`config.mk`:
```
export PLATFORM = sky130hd
export DESIGN_NAME = cpu_control
export DESIGN_NICKNAME = d
export VERILOG_FILES = /design/src/source/cpu_ctl_pkg.sv /design/src/source/opcode_classifier.sv /design/src/source/branch_unit.sv /design/src/source/sequencer.sv /design/src/source/control_gen.sv /design/src/source/cpu_control.sv
export SDC_FILE = /design/constraint.sdc
export NUM_CORES = 1
export LEC_CHECK = 0
export BUFFER_PORTS_ARGS = -buffer_cell sky130_fd_sc_hd__buf_2
export CAP_MARGIN = 20
export CORE_ASPECT_RATIO = 0.8
export CORE_MARGIN = 3
export CORE_UTILIZATION = 53
export DETAILED_ROUTE_END_ITERATION = 10
export PLACE_DENSITY = 0.88
export SYNTH_ARGS = -nofsm -noshare
export SYNTH_HDL_FRONTEND = slang
export SYNTH_HIERARCHICAL = 1
export SYNTH_SLANG_ARGS = --single-unit
```
`constraint.sdc`:
```
create_clock -name clk -period 4.32 [get_ports clk]
set_input_delay 0.216 -clock clk [delete_from_list [all_inputs] [get_ports clk]]
set_output_delay 0.216 -clock clk [all_outputs]
set_load 0.02 [all_outputs]
```
`src/source/cpu_ctl_pkg.sv`:
```
// CPU control package with state codes, ALU and mux select codes and status flag positions
package cpu_ctl_pkg;

    parameter int state_width = 12;

    // Opcode states carry the opcode in the low byte, control states sit above 8'hFF
    typedef enum logic [state_width-1:0] {
        ora_imm = 12'h009, and_imm = 12'h029, eor_imm = 12'h049, adc_imm = 12'h069,
        ldy_imm = 12'h0A0, ldx_imm = 12'h0A2, lda_imm = 12'h0A9, cmp_imm = 12'h0C9,
        sbc_imm = 12'h0E9,
        clc_imp = 12'h018, sec_imp = 12'h038, cli_imp = 12'h058, sei_imp = 12'h078,
        clv_imp = 12'h0B8, cld_imp = 12'h0D8, nop_imp = 12'h0EA, sed_imp = 12'h0F8,
        bpl_rel = 12'h010, bmi_rel = 12'h030, bvc_rel = 12'h050, bvs_rel = 12'h070,
        bcc_rel = 12'h090, bcs_rel = 12'h0B0, bne_rel = 12'h0D0, beq_rel = 12'h0F0,
        fetch1 = 12'h100,
        fetch2,
        immediate,
        implied,
        branch,
        branch_check,
        branch_taken,
        branch_page,
        done_branch,
        error
    } cpu_state;

    typedef enum logic [3:0] {alu_nop, alu_adc, alu_sbc, alu_and, alu_ora, alu_eor} aluop_t;

    // ALU operand mux codes
    typedef enum logic [2:0] {
        sel_acc = 3'd0,
        sel_x   = 3'd1,
        sel_y   = 3'd2,
        sel_dl  = 3'd4,
        sel_pcl = 3'd5
    } alu_sel_t;

    typedef enum logic [1:0] {pcl_inc_path = 2'd0, pcl_alu = 2'd1} pcl_sel_t;

    typedef enum logic [1:0] {fix_none, fix_inc, fix_dec} page_fix_t;   // PCH fix after branch

    parameter logic [2:0] flag_c = 3'd0;
    parameter logic [2:0] flag_z = 3'd1;
    parameter logic [2:0] flag_i = 3'd2;
    parameter logic [2:0] flag_d = 3'd3;
    parameter logic [2:0] flag_v = 3'd6;
    parameter logic [2:0] flag_n = 3'd7;

endpackage

```
`src/source/opcode_classifier.sv`:
```
// Opcode classifier sorting the byte on the memory bus into the first state of its mode
`timescale 1ns/10ps

module opcode_classifier
    import cpu_ctl_pkg::*;
(
    input  logic [7:0] mem_data,
    output cpu_state   decode_state
);

    always_comb
    begin
        case ({4'h0, mem_data})   // Widened to the state code
            lda_imm,
            ldx_imm,
            ldy_imm,
            adc_imm,
            sbc_imm,
            and_imm,
            ora_imm,
            eor_imm,
            cmp_imm:
                decode_state = immediate;
            clc_imp,
            sec_imp,
            cli_imp,
            sei_imp,
            cld_imp,
            sed_imp,
            clv_imp,
            nop_imp:
                decode_state = implied;
            bpl_rel, bmi_rel, bvc_rel, bvs_rel,
            bcc_rel, bcs_rel, bne_rel, beq_rel:
                decode_state = branch;
            default:
                decode_state = error;   // Unsupported opcode
        endcase
    end

endmodule

```
`src/source/branch_unit.sv`:
```
// Branch unit evaluating the branch condition and holding the page fix of a taken branch
`timescale 1ns/10ps

module branch_unit
    import cpu_ctl_pkg::*;
(
    input  logic       clk,
    input  logic       reset,
    input  cpu_state   state,
    input  logic [7:0] ir_in,
    input  logic [7:0] p_in,
    input  logic       data_bus_sign,
    input  logic       alu_c,
    output logic       branch_taken,
    output page_fix_t  page_fix
);

    logic test_flag;

    // Opcode bits 7:6 pick the flag under test
    always_comb
    begin
        case (ir_in[7:6])
            2'b00:   test_flag = p_in[flag_n];
            2'b01:   test_flag = p_in[flag_v];
            2'b10:   test_flag = p_in[flag_c];
            default: test_flag = p_in[flag_z];
        endcase
    end

    assign branch_taken = (state == branch_check) && (test_flag == ir_in[5]);   // Bit 5 wanted

    // PCL + offset carry decides the high byte correction
    always_ff @(posedge clk)
    begin
        if (reset)
            page_fix <= fix_none;
        else if (branch_taken)
        begin
            if (!data_bus_sign && alu_c)
                page_fix <= fix_inc;    // Forward across a page
            else if (data_bus_sign && !alu_c)
                page_fix <= fix_dec;    // Backward across a page
            else
                page_fix <= fix_none;
        end
    end

endmodule

```
`src/source/sequencer.sv`:
```
// Instruction sequencer holding the state register and the next-state rules
`timescale 1ns/10ps

module sequencer
    import cpu_ctl_pkg::*;
(
    input  logic       clk,
    input  logic       reset,
    input  cpu_state   decode_state,
    input  logic [7:0] ir_in,
    input  logic       branch_taken,
    input  page_fix_t  page_fix,
    output cpu_state   state
);

    cpu_state state_next;
    cpu_state ir_state;

    assign ir_state = cpu_state'({4'h0, ir_in});   // Opcode state named by IR

    always_comb
    begin
        case (state)
            fetch1:
                state_next = fetch2;
            fetch2,
            lda_imm, ldx_imm, ldy_imm, adc_imm, sbc_imm,
            and_imm, ora_imm, eor_imm, cmp_imm,
            clc_imp, sec_imp, cli_imp, sei_imp,
            cld_imp, sed_imp, clv_imp, nop_imp:
                state_next = decode_state;
            immediate,
            implied,
            done_branch,
            branch_page:
                state_next = ir_state;
            bpl_rel, bmi_rel, bvc_rel, bvs_rel,
            bcc_rel, bcs_rel, bne_rel, beq_rel:
                state_next = branch;
            branch:
                state_next = branch_check;
            branch_check:
                state_next = branch_taken ? cpu_ctl_pkg::branch_taken : done_branch;
            cpu_ctl_pkg::branch_taken:
            begin
                if (page_fix == fix_none)
                    state_next = decode_state;
                else
                    state_next = branch_page;   // One more cycle for the PCH fix
            end
            default:
                state_next = error;   // Sticky until reset
        endcase
    end

    always_ff @(posedge clk)
    begin
        if (reset)
            state <= fetch1;
        else
            state <= state_next;
    end

endmodule

```
`src/source/control_gen.sv`:
```
// Control generator driving the per-state strobes, ALU selects and the new status vector
`timescale 1ns/10ps

module control_gen
    import cpu_ctl_pkg::*;
(
    input  cpu_state   state,
    input  logic [7:0] p_in,
    input  logic       alu_n,
    input  logic       alu_v,
    input  logic       alu_z,
    input  logic       alu_c,
    input  logic       branch_taken,
    input  page_fix_t  page_fix,
    output logic       ir_ld,
    output logic       pcl_inc,
    output logic       pcl_ld,
    output logic       pch_inc,
    output logic       pch_dec,
    output logic       pclm_en,
    output logic       dl_ld,
    output logic       dld_en,
    output logic       xferd_en,
    output logic       alum_en,
    output logic       a_ld,
    output logic       x_ld,
    output logic       y_ld,
    output logic       amux_sel,
    output logic       p_ld,
    output logic       c_ctl,
    output pcl_sel_t   pclmux_sel,
    output alu_sel_t   alu_a_sel,
    output alu_sel_t   alu_b_sel,
    output aluop_t     aluop,
    output logic [7:0] ctl_pvect
);

    always_comb
    begin
        ir_ld      = 1'b0;
        pcl_inc    = 1'b0;
        pcl_ld     = 1'b0;
        pch_inc    = 1'b0;
        pch_dec    = 1'b0;
        pclm_en    = 1'b1;   // PC addresses memory by default
        dl_ld      = 1'b0;
        dld_en     = 1'b0;
        xferd_en   = 1'b0;
        alum_en    = 1'b0;
        a_ld       = 1'b0;
        x_ld       = 1'b0;
        y_ld       = 1'b0;
        amux_sel   = 1'b0;
        p_ld       = 1'b0;
        c_ctl      = 1'b0;
        pclmux_sel = pcl_inc_path;
        alu_a_sel  = sel_acc;
        alu_b_sel  = sel_acc;
        aluop      = alu_nop;
        ctl_pvect  = p_in;

        case (state)
            fetch1, implied:
                ir_ld = 1'b1;
            fetch2, branch_page:
            begin
                pcl_inc = 1'b1;
                ir_ld   = 1'b1;
            end
            done_branch:
                pcl_inc = 1'b1;
            immediate, branch:
            begin
                pcl_inc  = 1'b1;   // Operand byte into DL
                xferd_en = 1'b1;
                dl_ld    = 1'b1;
            end
            branch_check:
            begin
                if (branch_taken)
                begin
                    pclm_en    = 1'b0;   // PCL = PCL + DL
                    dld_en     = 1'b1;
                    alum_en    = 1'b1;
                    alu_a_sel  = sel_pcl;
                    alu_b_sel  = sel_dl;
                    aluop      = alu_adc;
                    pclmux_sel = pcl_alu;
                    pcl_ld     = 1'b1;
                end
                else
                begin
                    pcl_inc = 1'b1;
                    ir_ld   = 1'b1;
                end
            end
            cpu_ctl_pkg::branch_taken:
            begin
                ir_ld = 1'b1;
                case (page_fix)
                    fix_inc: pch_inc = 1'b1;
                    fix_dec: pch_dec = 1'b1;
                    default: pcl_inc = 1'b1;
                endcase
            end
            lda_imm, ldx_imm, ldy_imm, adc_imm, sbc_imm,
            and_imm, ora_imm, eor_imm, cmp_imm:
            begin
                pcl_inc           = 1'b1;
                ir_ld             = 1'b1;
                dld_en            = 1'b1;   // DL holds the operand
                p_ld              = 1'b1;
                alu_b_sel         = sel_dl;
                ctl_pvect[flag_n] = alu_n;
                ctl_pvect[flag_z] = alu_z;
            end
            clc_imp, sec_imp, cli_imp, sei_imp, cld_imp, sed_imp, clv_imp, nop_imp:
            begin
                pcl_inc = 1'b1;
                ir_ld   = 1'b1;
                p_ld    = (state != nop_imp);
            end
            default:
                ;
        endcase

        // Per-opcode register, ALU and flag details
        case (state)
            lda_imm:
            begin
                a_ld      = 1'b1;
                alu_a_sel = sel_dl;
            end
            ldx_imm:
            begin
                x_ld      = 1'b1;
                alu_a_sel = sel_x;
            end
            ldy_imm:
            begin
                y_ld      = 1'b1;
                alu_a_sel = sel_y;
            end
            adc_imm, sbc_imm:
            begin
                aluop             = (state == adc_imm) ? alu_adc : alu_sbc;
                c_ctl             = p_in[flag_c];   // Carry in from P
                amux_sel          = 1'b1;
                a_ld              = 1'b1;
                ctl_pvect[flag_v] = alu_v;
                ctl_pvect[flag_c] = alu_c;
            end
            and_imm, ora_imm, eor_imm:
            begin
                aluop    = (state == and_imm) ? alu_and :
                           (state == ora_imm) ? alu_ora : alu_eor;
                amux_sel = 1'b1;
                a_ld     = 1'b1;
            end
            cmp_imm:
            begin
                aluop             = alu_sbc;   // A - M, result dropped
                c_ctl             = 1'b1;
                ctl_pvect[flag_c] = alu_c;
            end
            clc_imp: ctl_pvect[flag_c] = 1'b0;
            sec_imp: ctl_pvect[flag_c] = 1'b1;
            cli_imp: ctl_pvect[flag_i] = 1'b0;
            sei_imp: ctl_pvect[flag_i] = 1'b1;
            cld_imp: ctl_pvect[flag_d] = 1'b0;
            sed_imp: ctl_pvect[flag_d] = 1'b1;
            clv_imp: ctl_pvect[flag_v] = 1'b0;
            default:
                ;
        endcase
    end

endmodule

```
`src/source/cpu_control.sv`:
```
// CPU control top level joining classifier, branch unit, sequencer and control generator
`timescale 1ns/10ps

module cpu_control
    import cpu_ctl_pkg::*;
(
    input  logic       clk,
    input  logic       reset,
    input  logic [7:0] p_in,
    input  logic [7:0] ir_in,
    input  logic [7:0] mem_data,
    input  logic       alu_n,
    input  logic       alu_v,
    input  logic       alu_z,
    input  logic       alu_c,
    input  logic       data_bus_sign,   // Sign of the branch offset
    output logic       ir_ld,
    output logic       pcl_inc,
    output logic       pcl_ld,
    output logic       pch_inc,
    output logic       pch_dec,
    output logic       pclm_en,
    output logic       dl_ld,
    output logic       dld_en,
    output logic       xferd_en,
    output logic       alum_en,
    output logic       a_ld,
    output logic       x_ld,
    output logic       y_ld,
    output logic       amux_sel,
    output logic       p_ld,
    output logic       c_ctl,
    output pcl_sel_t   pclmux_sel,
    output alu_sel_t   alu_a_sel,
    output alu_sel_t   alu_b_sel,
    output aluop_t     aluop,
    output logic [7:0] ctl_pvect,
    output cpu_state   state_out
);

    cpu_state  decode_state;
    logic      branch_taken;
    page_fix_t page_fix;

    opcode_classifier i_opcode_classifier (
        .mem_data     (mem_data),
        .decode_state (decode_state)
    );

    branch_unit i_branch_unit (
        .clk           (clk),
        .reset         (reset),
        .state         (state_out),
        .ir_in         (ir_in),
        .p_in          (p_in),
        .data_bus_sign (data_bus_sign),
        .alu_c         (alu_c),
        .branch_taken  (branch_taken),
        .page_fix      (page_fix)
    );

    sequencer i_sequencer (
        .clk          (clk),
        .reset        (reset),
        .decode_state (decode_state),
        .ir_in        (ir_in),
        .branch_taken (branch_taken),
        .page_fix     (page_fix),
        .state        (state_out)
    );

    control_gen i_control_gen (
        .state        (state_out),
        .p_in         (p_in),
        .alu_n        (alu_n),
        .alu_v        (alu_v),
        .alu_z        (alu_z),
        .alu_c        (alu_c),
        .branch_taken (branch_taken),
        .page_fix     (page_fix),
        .ir_ld        (ir_ld),
        .pcl_inc      (pcl_inc),
        .pcl_ld       (pcl_ld),
        .pch_inc      (pch_inc),
        .pch_dec      (pch_dec),
        .pclm_en      (pclm_en),
        .dl_ld        (dl_ld),
        .dld_en       (dld_en),
        .xferd_en     (xferd_en),
        .alum_en      (alum_en),
        .a_ld         (a_ld),
        .x_ld         (x_ld),
        .y_ld         (y_ld),
        .amux_sel     (amux_sel),
        .p_ld         (p_ld),
        .c_ctl        (c_ctl),
        .pclmux_sel   (pclmux_sel),
        .alu_a_sel    (alu_a_sel),
        .alu_b_sel    (alu_b_sel),
        .aluop        (aluop),
        .ctl_pvect    (ctl_pvect)
    );

endmodule

```
=== Yosys cells after proc, flatten, opt, wreduce, memory -nomap -nowiden ===
Cells that the tools add are included.

* Add/subtract/negate cells: 0
* $mul: 0
* Div/mod/pow operators: 0
* Magnitude comparators: 0
* Equality and inequality tests: 65
* Shift-type cells: 0
* Multiplexer cells: 45
* Bitwise logic cells: 0
* Reductions and logical operators: 24

{| class="wikitable"
|+ Operator list
! operator !! count
|-
| 12-bit by 8-bit equality test with 1-bit output, second input constant || 13
|-
| 12-bit by 9-bit equality test with 1-bit output, second input constant || 9
|-
| 8-bit equality test, second input constant || 13
|-
| 12-bit one-hot mux with 7 select lines || 1
|-
| 12-bit by 7-bit equality test with 1-bit output, second input constant || 6
|-
| 8-bit by 7-bit equality test with 1-bit output, second input constant || 6
|-
| 22-bit OR reduction || 2
|-
| 12-bit by 6-bit equality test with 1-bit output, second input constant || 3
|-
| 8-bit OR reduction || 4
|-
| 12-bit by 5-bit equality test with 1-bit output, second input constant || 2
|-
| 8-bit by 6-bit equality test with 1-bit output, second input constant || 3
|-
| 4-bit one-hot mux with 3 select lines || 2
|-
| 1-bit two-way mux || 19
|-
| 18-bit OR reduction || 1
|-
| 9-bit OR reduction || 2
|-
| 8-bit by 5-bit equality test with 1-bit output, second input constant || 2
|-
| 4-bit two-way mux || 4
|-
| 1-bit one-hot mux with 2 select lines || 7
|-
| 12-bit by 4-bit equality test with 1-bit output, second input constant || 1
|-
| 12-bit by 8-bit inequality test with 1-bit output, second input constant || 1
|-
| 3-bit two-way mux || 3
|-
| 1-bit one-hot mux with 3 select lines || 3
|-
| 3-bit one-hot mux with 3 select lines || 1
|-
| 8-bit by 4-bit equality test with 1-bit output, second input constant || 1
|-
| 13 further kinds || 25
|}

* Register bits after elaboration: 14
* Bits in latches: 0
* Memory bits (writable): 0
* Memory bits (read-only): 0
* Input bits: 31
* Output and inout bits: 48
* Memories kept: 0

=== Longest topological paths before layout ===
* Depth in word-level cells: 7
* Gate-level depth with buffers: 8
* Gate-level depth less buffers: 8

=== By module ===
The synthesis kept the hierarchy.

{| class="wikitable"
|+ Modules (own cells, without submodules)
! module !! times used !! cells each !! area an instance (um^2)
|-
| sequencer || 1 || 102 || 809.5
|-
| control_gen || 1 || 107 || 706.9
|-
| opcode_classifier || 1 || 27 || 177.7
|-
| branch_unit || 1 || 15 || 145.1
|}

=== Worst setup path before layout ===
Ideal clock, no wire load.

* Path kind: reg-to-output
* From: reg i_sequencer.state[7]
* To: out alu_a_sel[1]
* Arrival time: 2.403 ns
* Setup slack: 1.701 ns
* Cell stages (with the launch flop): 5
* Path through: dfxtp_1 -> or4b_2 -> or3_1 -> nor3_1 -> buf_4

* Longest elaborated chain between the ends: 3
* Elaborated cells on any way between the ends: 6

{| class="wikitable"
|+ RTL lines
! what !! line !! source
|-
| start, declared || sequencer.sv:13 || <nowiki>output cpu_state state</nowiki>
|-
| start signal, assigned || sequencer.sv:59 || <nowiki>state <= fetch1;</nowiki>
|-
| start signal, assigned || sequencer.sv:61 || <nowiki>state <= state_next;</nowiki>
|-
| 12-bit by 9-bit equality test with 1-bit output || control_gen.sv:62 || <nowiki>case (state)</nowiki>
|-
| 3-bit two-way mux || control_gen.sv:62 ||
|-
| 3-bit one-hot mux with 3 select lines * || control_gen.sv:128 || <nowiki>case (state)</nowiki>
|-
| end, declared || cpu_control.sv:34 || <nowiki>output alu_sel_t alu_a_sel,</nowiki>
|}

Every way passes the cells marked *; elsewhere a longest branch is shown, timed or not.

=== Final worst setup path ===
* From: reg i_sequencer.state[2]
* To: out pcl_inc

* Longest elaborated chain between the ends: 4
* Elaborated cells on any way between the ends: 28

{| class="wikitable"
|+ RTL lines
! what !! line !! source
|-
| 12-bit by 9-bit equality test with 1-bit output || branch_unit.sv:31 || <nowiki>assign branch_taken = (state == branch_check) && (test_flag == ir_in[5]);</nowiki>
|-
| 1-bit logical AND || branch_unit.sv:31 ||
|-
| net branch_taken || cpu_control.sv:42 || <nowiki>logic branch_taken;</nowiki>
|-
| 1-bit two-way mux || control_gen.sv:80 || <nowiki>if (branch_taken)</nowiki>
|-
| 1-bit one-hot mux with 3 select lines || control_gen.sv:62 ||
|-
| end, declared || cpu_control.sv:18 || <nowiki>output logic pcl_inc,</nowiki>
|}

The timed path passes the listed nets, and every way through them passes these cells.

==> results.py <==
metrics = {
    "pwr": {
        "power.leakage_nw": 0.9384,
        "seqPwrFrac": 0.277,
        "p_comb_frac": 0.609,
        "fin_total_pwr_mw": 1.138,
        "p_sw_frac": 0.5386,
        "switchingPower_mw": 0.6128,
        "power_density_nw_per_um2": 533.3,
        "p_int_mw": 0.5249,
        "pwr-share-clk": 0.115,
        "ir_drop_mv": 0.3235,
    },
    "cells_and_area": {
        "area_growth_pct": 15.99,
        "fin_nets": 337,
        "num-fill-cells": 285,
        "antenna_cells": 0,
        "final_util": 0.6671,
        "drive_gt1_frac": 0.3168,
    },
    "worst_setup_path": {
        "reg2reg_depth": 5,
        "critPathLaunchType": "register",
        "regToRegEndpoint": "i_sequencer/state[3]",
        "critPathSlowestCell": "dfxtp_1",
        "r2r_setup_slack_ns": 1.88,
        "worstPathArrival_ns": 2.72,
        "required_ns": 4.10,
        "crit_family": "simple AND/OR/NAND/NOR gates",
        "slowest_delay_ns": 0.81,
        "cp_max_fo": 23,
        "crit_type": "reg2out",
        "crit_path_end_kind": "output port",
        "path_common_cell": "nand3_1",
        "critPathBufInv": 1,
        "r2r-start": "i_sequencer/state[7]",
        "crit_chain": "nor4b_1 > nand3_1 > nor2_1 > and3b_1 > a2111oi_0 > o21ai_0 > nand3_1 > buf_2",
    },
    "drt": {
        "wirelength_um": 5383,
        "first_pass_iters": 7,
        "via_per_inst": 6.178,
        "drc": 0,
        "dr.first_iter.drc_count": 210,
        "ant_nets": 0,
        "wl_per_cell_um": 15.69,
        "vias": 2119,
    },
    "grt": {
        "grt_pass1_vias": 1824,
        "overflow": 0,
        "antenna_found_initial": 0,
        "track_usage": 0.2541,
        "grt_pass1_wl_um": 8625,
        "grt_max_degree": 28,
    },
    "worst_hold_path": {
        "holdPathEnd": "i_sequencer/state[4]",
        "hold_class": "in2reg",
        "hold_depth": 3,
        "min-delay-start": "ir_in[4]",
    },
    "clock_network": {
        "clock_latency_ns": 0.25,
        "h-tree-depth": 1,
        "numClockSinks": 14,
        "path_clk_slew_ns": 0.06,
        "cts_tree": "yes",
        "cts-buffers-inserted": 3,
        "cts-root-buf": "clkbuf_8",
        "clockBufferDepth": 2,
        "cts_resized": 0,
        "postCtsHoldBufs": 0,
        "post_cts.repair.setup_buffers": 0,
    },
    "die": {
        "row_count": 18,
        "core_area_um2": 3198,
        "initial_utilization": 0.5751,
        "fp.dieW_um": 71.86,
        "ios": 79,
        "fp.dieH_um": 58.69,
        "die-area_um2": 4217,
    },
    "logic_synthesis": {
        "muxShareOfSynthArea": 0.05306,
        "yosysUniqueCellTypes": 62,
        "yosys.area_share.simple": 0.4211,
        "synth-xor-area-share": 0.01429,
        "dominantRegCellSynth": "dfxtp_1",
        "synth-compound-area-share": 0.2150,
        "synthCells": 251,
        "ys_seq_area_frac": 0.1524,
        "ys_seq_elements": 14,
        "synth_top_family_by_area": "simple AND/OR/NAND/NOR gates",
        "postSynthAreaPerCell_um2": 7.328,
        "synth_edf_count": 0,
        "synth_adder_area_share": 0.01361,
        "synthArstFlopShare": 0,
        "syn_area_um2": 1839,
        "yosysWarnings": 6,
    },
    "sta": {
        "tightest_slew_ns": 0.8284,
        "hold_viol": 0,
        "fin_skew_ns": 0.001195,
        "holdWs_ns": 0.2137,
        "fin_crit_ns": 2.940,
        "finalSetupViolCount": 0,
        "finalCritPeriodShare": 0.6805,
        "finalSetupTns_ns": 0,
        "slew_headroom": 0.4470,
        "rsz0062_at_grt": "no",
        "fmax_mhz": 340.1,
        "slew_viol_final": 0,
    },
    "outcome": {
        "status": "finished, final reports clean",
    },
    "job": {
        "max_cap_viol_count": 0,
    },
    "place": {
        "routabilityCongestion": 0.8633,
        "hpwlAfterDp_um": 4069,
        "port_buffers": 70,
    },
}
[worst register-to-register path: cells and delay by family, from the launching register on]
kind	cells	cell delay, ns
DFF	1	0.82
and+or+nand+nor	2	0.90
AOI/OAI and AO/OA	3	0.64
[layout make-up]
class	count	area, µm²	share of cell area
tap	40	50.05	0.02346
clock buffer	4	55.05	0.02581
timing repair buffer	70	350.3	0.1642
inverter	9	33.78	0.01584
multi-input combinational	206	1364	0.6393
sequential	14	280.3	0.1314
[layout by cell type, fill, tap and decap left out, drive strengths merged, types with 6 or more instances in the layout]
cell / n
buf: 70
a21oi: 22
o21ai: 18
nand2: 17
nor2: 16
dfxtp: 14
conb: 12
nor3: 9
inv: 9
or4b: 8
nor3b: 8
nand3: 7
nor4: 7
nor2b: 6
[flip-flops by register name (all words and copies together) (netlist names)]
register,count
i_branch_unit/page_fix,2
i_sequencer/state,12
[metrics by stage]
step           std cells  setup WS [ns]  instance area [µm²]
5_1_grt              343          1.071                 2133
4_1_cts              343          1.408                 2133
6_report             343          1.380                 2133
2_1_floorplan        260          1.701                 1873
3_5_place_dp         339          1.690                 2078
3_3_place_gp         339          1.726                 2078
[Yosys cell counts, drive strengths merged (2+ instances only)]
library cell,n,area [µm²]
nor3b,8,80.08
conb,3,11.26
o22ai,2,18.77
nand3b,4,30.03
nand4b,3,26.28
nand4,3,18.77
a22oi,3,22.52
a31oi,2,12.51
buf,20,153.9
mux2,4,45.04
o21ai,18,90.08
clkbuf,11,41.29
o31ai,3,22.52
nor4b,2,17.52
a21oi,22,110.1
xor2,2,17.52
mux2i,3,30.03
or3b,3,26.28
or4b,8,87.59
nor3,9,45.04
ha,2,25.02
a2111oi,2,17.52
o311ai,2,17.52
or4,2,18.77
inv,9,33.78
nand3,7,35.03
dfxtp,14,280.3
nor4,7,50.05
nand2,17,63.81
nor2,16,62.56
and3,4,25.02
nor2b,6,37.54
o211ai,2,15.01
or3,5,36.28
nand2b,5,31.28
nor4bb,4,40.04
[kinds of logic (layout without fill, tap and decap cells)]
group,Yosys count,in the layout
muxes,8,8
DFF,14,14
AOI/OAI and AO/OA,63,63
xor gates and xnor gates,3,3
adders and majority gates,2,2
other,3,12
and+or+nand+nor,118,118
buffers and inverters,40,83
[how the worst max path moves through the flow]
| stage | startpoint | to | slack (ns) | cells after the start |
|---|---|---|---|---|
| after floorplan | i_sequencer/state[7] | alu_a_sel[1] | 1.70 | 4 |
| after global placement | i_sequencer/state[1] | ctl_pvect[2] | 1.73 | 5 |
| after detailed placement | i_sequencer/state[1] | ctl_pvect[2] | 1.69 | 5 |
| after CTS | i_sequencer/state[1] | ctl_pvect[2] | 1.41 | 5 |
| after global routing | i_sequencer/state[2] | alu_a_sel[2] | 1.07 | 7 |
| final | i_sequencer/state[2] | pcl_inc | 1.38 | 8 |
[power by group through the flow]
stage	Sequential (mW)	Combinational, mW	Clock (mW)
3_3_place_gp	0.305	0.659	0
4_1_cts	0.307	0.680	0.132
6_report	0.315	0.693	0.130
5_1_grt	0.329	0.749	0.139
2_1_floorplan	0.268	0.540	0
3_5_place_dp	0.311	0.677	0
[metal layers]
| metal | GRT usage | vias to the layer above | wire (µm) |
|---|---|---|---|
| li1 | - | 1022 | - |
| met1 | 0.3614 | 972 | 2273 |
| met2 | 0.3966 | 121 | 2557 |
| met3 | 0.05631 | 4 | 530 |
| met4 | 0.05094 | 0 | 21 |
| met5 | 0 | - | 0 |
No activity file was read; power rests on OpenSTA's default activity.
